`config.mk`:
```
export PLATFORM = sky130hd
export DESIGN_NAME = pet_core
export DESIGN_NICKNAME = d
export VERILOG_FILES = /design/src/hw/pet_pkg.sv /design/src/hw/bus_slot_if.sv /design/src/hw/bus_sequencer.sv /design/src/hw/pet_core.sv /design/src/hw/pet_timing.sv /design/src/hw/video_shifter.sv
export VERILOG_INCLUDE_DIRS = /design/src /design/src/hw
export SDC_FILE = /design/constraint.sdc
export NUM_CORES = 2
export LEC_CHECK = 0
export ABC_AREA = 1
export BUFFER_PORTS_ARGS = -buffer_cell sky130_fd_sc_hd__buf_2
export CAP_MARGIN = 20
export CORE_ASPECT_RATIO = 2
export CORE_UTILIZATION = 55
export DETAILED_ROUTE_END_ITERATION = 8
export PLACE_DENSITY = 0.81
export RECOVER_POWER = 100
export SETUP_SLACK_MARGIN = 0.02
export SYNTH_ARGS = -nofsm -noshare
export SYNTH_HDL_FRONTEND = slang
export SYNTH_HIERARCHICAL = 1
export SYNTH_SLANG_ARGS = --single-unit
```
`constraint.sdc`:
```
create_clock -name sys_clock_i -period 10.8 [get_ports sys_clock_i]
set_input_delay 1.08 -clock sys_clock_i [delete_from_list [all_inputs] [get_ports sys_clock_i]]
set_output_delay 1.08 -clock sys_clock_i [all_outputs]
set_load 0.01 [all_outputs]
```
`src/hw/pet_defs.svh`:
```
// ********************
// Clock, CPU bus timing and memory size constants
// Include where the timing stage or the RAM width is needed
// ********************

`ifndef PET_DEFS_SVH
`define PET_DEFS_SVH

// System clock, one cycle is 15.625 ns
`define SYS_CLOCK_MHZ 64

// CPU bus timing in ns
`define CPU_TBVD_NS 30  // BE to valid data
`define CPU_TPWH_NS 62  // Clock pulse width high
`define CPU_TDH_NS  10  // Data hold after clock fall
`define IOTX_NS     11  // Bus transceiver delay

// Shared RAM, 256 bytes
`define RAM_AW 8

// Master frame of 64 cycles
`define FRAME_BITS 6

`endif

```
`src/hw/pet_pkg.sv`:
```
// ********************
// Types shared by the timing, sequencer and video stages
// ********************

package pet_pkg;

    // Eight 8-cycle slots of one frame, in bus order
    typedef enum logic [2:0] {
        SLOT_CPU_1   = 3'd0,
        SLOT_CPU_2   = 3'd1,
        SLOT_VIDEO_1 = 3'd2,
        SLOT_VIDEO_2 = 3'd3,
        SLOT_SPI_1   = 3'd4,
        SLOT_VIDEO_3 = 3'd5,
        SLOT_VIDEO_4 = 3'd6,
        SLOT_SPI_2   = 3'd7
    } bus_slot_e;

    typedef enum logic [1:0] {
        OWNER_CPU   = 2'd0,
        OWNER_VIDEO = 2'd1,
        OWNER_SPI   = 2'd2
    } bus_owner_e;

    // Tag on a video RAM read
    typedef enum logic [0:0] {
        FETCH_CHAR = 1'b0,
        FETCH_ATTR = 1'b1
    } fetch_kind_e;

endpackage

```
`src/hw/bus_slot_if.sv`:
```
// ********************
// Slot and strobe bundle from the timing stage
// Read by the bus sequencer and the video shifter
// ********************

interface bus_slot_if import pet_pkg::*; ();

    bus_slot_e slot;           // Current slot, receivers derive the owner
    logic      slot_valid;     // First cycle of a video or SPI slot
    logic      load_sr1;       // Attribute output load
    logic      load_sr2;       // Pixel shift register load
    logic      pixel_en;       // One pixel every fourth cycle
    logic      cpu_wr_strobe;  // CPU access point in the window

    modport timing (
        output slot, slot_valid, load_sr1, load_sr2, pixel_en, cpu_wr_strobe
    );

    modport sequencer (
        input slot, slot_valid, cpu_wr_strobe
    );

    modport shifter (
        input load_sr1, load_sr2, pixel_en
    );

endinterface

```
`src/hw/bus_sequencer.sv`:
```
// ********************
// Shared RAM with per-slot access for CPU, SPI and video
// One access per cycle through a single port
// ********************

`include "pet_defs.svh"

module bus_sequencer import pet_pkg::*; (
    input  logic               sys_clock_i,
    input  logic               rst_i,
    bus_slot_if.sequencer      slot_i,
    input  logic [`RAM_AW-1:0] cpu_addr_i,
    input  logic [7:0]         cpu_data_i,
    input  logic               cpu_we_i,
    output logic [7:0]         cpu_data_o,
    input  logic               spi_wr_i,
    input  logic [`RAM_AW-1:0] spi_addr_i,
    input  logic [7:0]         spi_data_i,
    output logic               spi_done_o,
    output logic               fetch_valid_o,
    output fetch_kind_e        fetch_kind_o,
    output logic [7:0]         fetch_data_o
);

    localparam int DEPTH = 1 << `RAM_AW;

    function automatic bus_owner_e slot_owner(input bus_slot_e slot);
        case (slot)
            SLOT_CPU_1, SLOT_CPU_2: return OWNER_CPU;
            SLOT_SPI_1, SLOT_SPI_2: return OWNER_SPI;
            default:                return OWNER_VIDEO;
        endcase
    endfunction

    logic [7:0]         ram [DEPTH];
    logic [`RAM_AW-1:0] video_ptr_q;
    logic [`RAM_AW-1:0] mem_addr;
    bus_owner_e         owner;
    logic               cpu_acc;
    logic               spi_acc;
    logic               video_acc;

    assign owner     = slot_owner(slot_i.slot);
    assign cpu_acc   = slot_i.cpu_wr_strobe && (owner == OWNER_CPU);
    assign spi_acc   = slot_i.slot_valid && (owner == OWNER_SPI) && spi_wr_i;  // Pending request only
    assign video_acc = slot_i.slot_valid && (owner == OWNER_VIDEO);

    always_comb begin
        unique case (owner)
            OWNER_CPU: mem_addr = cpu_addr_i;
            OWNER_SPI: mem_addr = spi_addr_i;
            default:   mem_addr = video_ptr_q;
        endcase
    end

    always_ff @(posedge sys_clock_i) begin
        if ((cpu_acc && cpu_we_i) || spi_acc) begin
            ram[mem_addr] <= (owner == OWNER_SPI) ? spi_data_i : cpu_data_i;
        end
    end

    always_ff @(posedge sys_clock_i) begin
        if (rst_i) begin
            cpu_data_o    <= '0;
            spi_done_o    <= 1'b0;
            fetch_valid_o <= 1'b0;
            fetch_kind_o  <= FETCH_CHAR;
            fetch_data_o  <= '0;
            video_ptr_q   <= '0;
        end else begin
            spi_done_o    <= spi_acc;
            fetch_valid_o <= video_acc;
            if (cpu_acc && !cpu_we_i) begin
                cpu_data_o <= ram[mem_addr];  // Held until the next CPU read
            end
            if (video_acc) begin
                // VIDEO_1 and VIDEO_3 carry characters, the others attributes
                fetch_kind_o <= ((slot_i.slot == SLOT_VIDEO_1) || (slot_i.slot == SLOT_VIDEO_3))
                                ? FETCH_CHAR : FETCH_ATTR;
                fetch_data_o <= ram[mem_addr];
                video_ptr_q  <= video_ptr_q + 1'b1;  // Wraps at the top of RAM
            end
        end
    end

endmodule

```
`src/hw/pet_core.sv`:
```
// ********************
// Top level: timing, bus sequencer and video shifter
// ********************

`include "pet_defs.svh"

module pet_core import pet_pkg::*; (
    input  logic               sys_clock_i,
    input  logic               rst_i,
    output logic               cpu_be_o,
    output logic               cpu_clock_o,
    input  logic [`RAM_AW-1:0] cpu_addr_i,
    input  logic [7:0]         cpu_data_i,
    input  logic               cpu_we_i,
    output logic [7:0]         cpu_data_o,
    input  logic               spi_wr_i,
    input  logic [`RAM_AW-1:0] spi_addr_i,
    input  logic [7:0]         spi_data_i,
    output logic               spi_done_o,
    output logic               pixel_o,
    output logic [7:0]         attr_o
);

    bus_slot_if slot_bus ();

    logic        fetch_valid;
    fetch_kind_e fetch_kind;
    logic [7:0]  fetch_data;

    pet_timing u_timing (
        .sys_clock_i (sys_clock_i),
        .rst_i       (rst_i),
        .cpu_be_o    (cpu_be_o),
        .cpu_clock_o (cpu_clock_o),
        .slot_o      (slot_bus)
    );

    bus_sequencer u_sequencer (
        .sys_clock_i   (sys_clock_i),
        .rst_i         (rst_i),
        .slot_i        (slot_bus),
        .cpu_addr_i    (cpu_addr_i),
        .cpu_data_i    (cpu_data_i),
        .cpu_we_i      (cpu_we_i),
        .cpu_data_o    (cpu_data_o),
        .spi_wr_i      (spi_wr_i),
        .spi_addr_i    (spi_addr_i),
        .spi_data_i    (spi_data_i),
        .spi_done_o    (spi_done_o),
        .fetch_valid_o (fetch_valid),
        .fetch_kind_o  (fetch_kind),
        .fetch_data_o  (fetch_data)
    );

    video_shifter u_shifter (
        .sys_clock_i   (sys_clock_i),
        .rst_i         (rst_i),
        .slot_i        (slot_bus),
        .fetch_valid_i (fetch_valid),
        .fetch_kind_i  (fetch_kind),
        .fetch_data_i  (fetch_data),
        .pixel_o       (pixel_o),
        .attr_o        (attr_o)
    );

endmodule

```
`src/hw/pet_timing.sv`:
```
// ********************
// Master frame timing: 64-cycle counter, bus slots and CPU window
// Drives the slot bundle for the sequencer and the shifter
// ********************

`include "pet_defs.svh"

module pet_timing import pet_pkg::*; (
    input  logic       sys_clock_i,
    input  logic       rst_i,
    output logic       cpu_be_o,
    output logic       cpu_clock_o,
    bus_slot_if.timing slot_o
);

    localparam int CW = `FRAME_BITS;

    // Whole cycles covering a delay, plus one for board margin
    function automatic int ns_to_cycles(input int time_ns);
        return (time_ns * `SYS_CLOCK_MHZ + 999) / 1000 + 1;
    endfunction

    // Window edges as frame counts
    localparam logic [CW-1:0] CPU_BE_START  = '0;
    localparam logic [CW-1:0] CPU_PHI_START =
        CW'(int'(CPU_BE_START) + ns_to_cycles(`CPU_TBVD_NS + `IOTX_NS));
    localparam logic [CW-1:0] CPU_PHI_END   =
        CW'(int'(CPU_PHI_START) + ns_to_cycles(`CPU_TPWH_NS));
    localparam logic [CW-1:0] CPU_WR_STROBE = CPU_PHI_END - CW'(2);
    localparam logic [CW-1:0] CPU_BE_END    =
        CW'(int'(CPU_PHI_END) + ns_to_cycles(`CPU_TDH_NS));
    localparam logic [CW-1:0] CPU_BE_OFF    = CPU_BE_END + CW'(1);  // BE spans the last hold count

    logic [CW-1:0] count_q;
    bus_slot_e     slot_q;
    logic          slot_start_q;
    logic          pixel_en_q;
    logic          wr_strobe_q;

    always_ff @(posedge sys_clock_i) begin
        if (rst_i) begin
            count_q      <= '1;          // First count after reset is 0
            slot_q       <= SLOT_SPI_2;  // Wraps to CPU_1 at count 1
            slot_start_q <= 1'b0;
            pixel_en_q   <= 1'b0;
        end else begin
            count_q      <= count_q + 1'b1;
            slot_start_q <= (count_q[2:0] == 3'd0);
            pixel_en_q   <= (count_q[1:0] == 2'd0);
            if (count_q[2:0] == 3'd0) begin
                slot_q <= bus_slot_e'(slot_q + 3'd1);
            end
        end
    end

    always_ff @(posedge sys_clock_i) begin
        if (rst_i) begin
            cpu_be_o    <= 1'b0;
            cpu_clock_o <= 1'b0;
            wr_strobe_q <= 1'b0;
        end else begin
            wr_strobe_q <= 1'b0;
            unique case (count_q)
                CPU_BE_START: begin
                    cpu_be_o <= 1'b1;
                end
                CPU_PHI_START: begin
                    cpu_clock_o <= 1'b1;
                end
                CPU_WR_STROBE: begin
                    wr_strobe_q <= 1'b1;  // Two counts before the clock falls
                end
                CPU_PHI_END: begin
                    cpu_clock_o <= 1'b0;
                end
                CPU_BE_OFF: begin
                    cpu_be_o <= 1'b0;
                end
                default: begin
                end
            endcase
        end
    end

    assign slot_o.slot          = slot_q;
    // CPU slots use the window strobe instead of slot_valid
    assign slot_o.slot_valid    = slot_start_q && (slot_q != SLOT_CPU_1)
                                  && (slot_q != SLOT_CPU_2);
    assign slot_o.load_sr1      = slot_start_q && (slot_q == SLOT_CPU_1);
    assign slot_o.load_sr2      = slot_start_q
                                  && ((slot_q == SLOT_CPU_1) || (slot_q == SLOT_SPI_1));
    assign slot_o.pixel_en      = pixel_en_q;
    assign slot_o.cpu_wr_strobe = wr_strobe_q;

endmodule

```
`src/hw/video_shifter.sv`:
```
// ********************
// Video output: latest character and attribute bytes, pixel shift register
// Fed by tagged fetches from the bus sequencer
// ********************

module video_shifter import pet_pkg::*; (
    input  logic           sys_clock_i,
    input  logic           rst_i,
    bus_slot_if.shifter    slot_i,
    input  logic           fetch_valid_i,
    input  fetch_kind_e    fetch_kind_i,
    input  logic [7:0]     fetch_data_i,
    output logic           pixel_o,
    output logic [7:0]     attr_o
);

    logic [7:0] char_q;
    logic [7:0] attr_q;
    logic [7:0] shift_q;

    always_ff @(posedge sys_clock_i) begin
        if (rst_i) begin
            char_q <= '0;
            attr_q <= '0;
        end else if (fetch_valid_i) begin
            if (fetch_kind_i == FETCH_CHAR) begin
                char_q <= fetch_data_i;
            end else begin
                attr_q <= fetch_data_i;
            end
        end
    end

    always_ff @(posedge sys_clock_i) begin
        if (rst_i) begin
            shift_q <= '0;
        end else if (slot_i.load_sr2) begin
            shift_q <= char_q ^ {8{attr_q[0]}};  // Attribute bit 0 inverts the cell
        end else if (slot_i.pixel_en) begin
            shift_q <= {shift_q[6:0], 1'b0};
        end
    end

    always_ff @(posedge sys_clock_i) begin
        if (rst_i) begin
            attr_o <= '0;
        end else if (slot_i.load_sr1) begin
            attr_o <= attr_q;
        end
    end

    assign pixel_o = shift_q[7];  // MSB first

endmodule

```
==> metrics.md <==
| Metric | Value |
|---|---|
| Status | `finished, violations left` |
| Failing checks | `design-rule violations, max-capacitance violations, max-slew violations` |
| Area leader, netlist | `edfxtp_1` |
| Setup CP Type | `reg2reg` |
| Final Max Slew Viols | `1,772` |
| Gate Count Post-Synth | `9,210` |
| Max_cap viols | `31` |
| Leakage | `39.4 nW` |
| Setup TNS | `0 ps` |
| Hold_buf cts | `0` |
| Worst-Skew Late Latency | `850 ps` |
| Crit path cell chain | `nand3_1, nand2_1, inv_1, nand2_1, inv_1, a21oi_1, inv_1, nor2_1, inv_1, nor2_1, nand2_1, clkbuf_1, nor2_1` |
| Min-delay worst type | `reg2reg` |
| Port bufs | `55` |
| Most frequent CP cell | `inv_1` |
| Routed len/inst | `22.6 um` |
| Clk buf depth | `4` |
| Net Count, Synth | `9,254` |
| Final net count | `8,988` |
| Period minus WS final | `8440 ps` |
| Hpwl dp | `143 mm` |
| Worst path required time | `11,250 ps` |
| Pwr Density | `175 nW/um^2` |
| Worst Min Path Start | `u_shifter/attr_o[6]$_SDFFE_PP0P_` |
| CTS sink count | `2,121` |
| Synth Register Bits | `2,121` |
| Top FF cell, synth | `edfxtp_1` |
| Min Hold Slack | `466 ps` |
| Internal | `12.9 mW` |
| Grt ovf | `0` |
| Asr flop ratio synth | `0%` |
| Share of cells above drive strength 1 | `3.90%` |
| Vias per inst | `5.99` |
| FF-to-FF path depth | `13` |
| Distinct cells, synth | `31` |
| Final Instance Count excl. Fillers | `11,203` |
| Initial Utilization | `55.5%` |
| Vias in the first global route | `64,917` |
| VDD IR max | `109 uV` |
| CTS Buf Count | `172` |
| IO Pins | `56` |
| Clk pwr share | `35.7%` |
| Final hold violation count | `0` |
| Maximum net fanout on the critical path | `30` |
| Yosys warns | `6` |
| Switching power | `4.31 mW` |
| Busiest grt layer | `met2` |
| Max Clock Skew | `40.3 ps` |
| DRT Pass-1 Iters | `9` |
| EDFF count, synth | `2,048` |
| PostCTS Resize Cnt | `0` |
| Root Buffer | `clkbuf_16` |
| Top-count cell post-synth | `nand2_1` |
| Worst Hold Depth | `2` |
| Top delay family on crit path | `simple AND/OR/NAND/NOR gates` |
| Fmax | `0.119 GHz` |
| Flop pwr share | `53.5%` |
| R2r startpoint | `u_timing/slot_o.slot[0]$_SDFFE_PP1P_` |
| Die area | `169,000 sq um` |
| GR met3 Demand/Resource | `4.57%` |
| Relative slew slack | `-238%` |
| Finish-stage setup viols | `0` |
| Reg clk slew, reported paths | `70 ps` |
| Fin crit share | `78.1%` |
| Total Wirelength | `253 mm` |
| DRC | `3` |
| Share of the synthesized area in the top cell type | `66.9%` |
| Worst Path Buf+Inv | `5` |
| Largest net degree at the start of global routing | `241` |
| Fill cells | `12,617` |
| Met1 GRT Util | `33.0%` |
| DRT antenna net count | `0` |
| H-tree depth | `4` |
| Die Span X | `291 um` |
| Startpoint Class | `flop` |
| Placed cells | `10,895` |
| Worst Setup End Kind | `flop` |
| Number of placement rows | `211` |
| Critical path's slowest cell | `nor2_1` |
| Design Power | `17.2 mW` |
| Syn avg cell area | `9.97 sq um` |
| Sequential share of the synthesized area | `68.5%` |
| Worst path max stage delay | `2540 ps` |
| Slew @ Worst Pin | `5070 ps` |
| Post-Syn Area | `91,900 sq um` |
| WP data arrival | `8890 ps` |
| CP startpoint | `u_timing/slot_o.slot[0]$_SDFFE_PP1P_` |
| Initial antenna violation count | `6` |
| Area Overhead vs Synth | `7.00%` |
| GPL Wtd Cong | `0.944` |
| TritonCTS clock tree | `done` |
| DR iter-0 viols | `8,518` |
| Global-route wire length before repair | `378 mm` |
| CP Depth | `13` |
| Largest cells by area after synthesis | `edfxtp_1 67%, nand2_1 20%, nand4_1 4.1%, nor2_1 2.6%, dfxtp_1 1.6%` |
| Net Sw Frac | `25.0%` |
| Via count | `67,065` |
| Die Height | `580 um` |
| GRT Total Usage | `29.4%` |
| M2 GR Usage | `50.1%` |
| Combinational share of power | `10.8%` |
| Post-CTS Setup Repair Bufs | `0` |
| Fin util | `59.4%` |
| Most frequent cells after synthesis | `4,992 x nand2_1, 2,048 x edfxtp_1, 641 x nor2_1, 609 x nand4_1, 287 x buf_2` |
| RSZ-0062 raised after global routing | `false` |
| Core area | `166,000 sq um` |
[path summary, 6_finish.rpt]
| path | endpoint | slack, ps |
|---|---|---|
| max | u_sequencer/ram[135][7]$_DFFE_PP_ | 2360 |
| min | u_shifter/attr_o[6]$_SDFFE_PP0P_ | 470 |
| max reg2reg | u_sequencer/ram[135][7]$_DFFE_PP_ | 2360 |
| min reg2reg | u_shifter/attr_o[6]$_SDFFE_PP0P_ | 470 |
[per-stage QoR]
step                instance area, sq um  worst slack [ps]
floorplan                          91900              5810
global placement                   93100              4890
detailed placement                 93200              4870
CTS                                98500              4940
global route                       98300              2230
finish                             98300              2360
[state kept, by name, indices dropped and copies added (netlist names)]
name,cells
u_shifter/attr_o,8
u_sequencer/fetch_kind_o,1
u_timing/slot_o.slot,3
u_timing/slot_start_q,1
u_sequencer/video_ptr_q,8
u_sequencer/fetch_data_o,8
u_shifter/shift_q,8
u_sequencer/spi_done_o,1
u_sequencer/cpu_data_o,8
u_timing/slot_o.cpu_wr_strobe,1
u_timing/slot_o.pixel_en,1
u_shifter/char_q,8
u_sequencer/fetch_valid_o,1
u_timing/count_q,6
u_timing/cpu_clock_o,1
u_timing/cpu_be_o,1
u_shifter/attr_q,8
u_sequencer/ram,2048
[placed cells by master (no fill, tap or decap), types with 4 or more instances in the layout]
| cell type | instances |
|---|---|
| clkinv_2 | 24 |
| edfxtp_1 | 2048 |
| clkbuf_16 | 177 |
| diode_2 | 7 |
| clkbuf_1 | 83 |
| dfxtp_1 | 73 |
| clkinvlp_4 | 7 |
| nor2_1 | 640 |
| ha_1 | 8 |
| buf_4 | 52 |
| a211oi_1 | 9 |
| a22oi_1 | 4 |
| clkinv_1 | 40 |
| nand4_1 | 609 |
| nand2_1 | 4993 |
| inv_1 | 75 |
| o21ai_0 | 35 |
| nor3_1 | 5 |
| buf_2 | 34 |
| buf_12 | 10 |
| a21oi_1 | 52 |
| nand3_1 | 29 |
| inv_2 | 9 |
| bufinv_16 | 14 |
[layout make-up]
cell class | instances | area, sq um | area share, %
flip-flops and latches | 2121 | 63000 | 64.0
clock inverters | 89 | 787 | 0.801
inverters | 88 | 348 | 0.354
repair buffers | 154 | 1020 | 1.03
diodes | 7 | 17.5 | 0.0178
well taps | 2130 | 2670 | 2.71
multi-input cells | 6407 | 26000 | 26.4
clock buffers | 207 | 4540 | 4.62
[tightest hold or removal path: stages (launching register included)]
cell     delay, ps
dfxtp_1        310
nand2_1         60
a21oi_1         50
[cells by family (layout without fill, tap and decap cells)]
family	after synthesis	in the layout	synth area share [%]
AO/OA/AOI/OAI	106	106	0.620
adder cells (fa/ha/maj)	8	8	0.109
buffers and inverters	682	538	3.25
flip-flops	2121	2121	68.5
other	0	7	0
AND/OR/NAND/NOR	6293	6293	27.5
[power by group through the flow]
stage                     clock network [mW]  logic, mW  registers, mW
after floorplan                            0       1.16           9.45
after global placement                     0       1.77           9.37
after detailed placement                   0       1.80           9.37
after CTS                               6.17       1.82           9.19
after global routing                    6.45       2.00           9.23
final                                   6.15       1.87           9.23
[per-layer routing]
metal | part of all wire (%) | up-vias
met1 | 33 | 31728
li1 | - | 30079
met3 | 9.4 | 967
met5 | 0.0095 | -
met4 | 8.4 | 4
met2 | 49 | 4287
No activity file was read; power rests on OpenSTA's default activity.
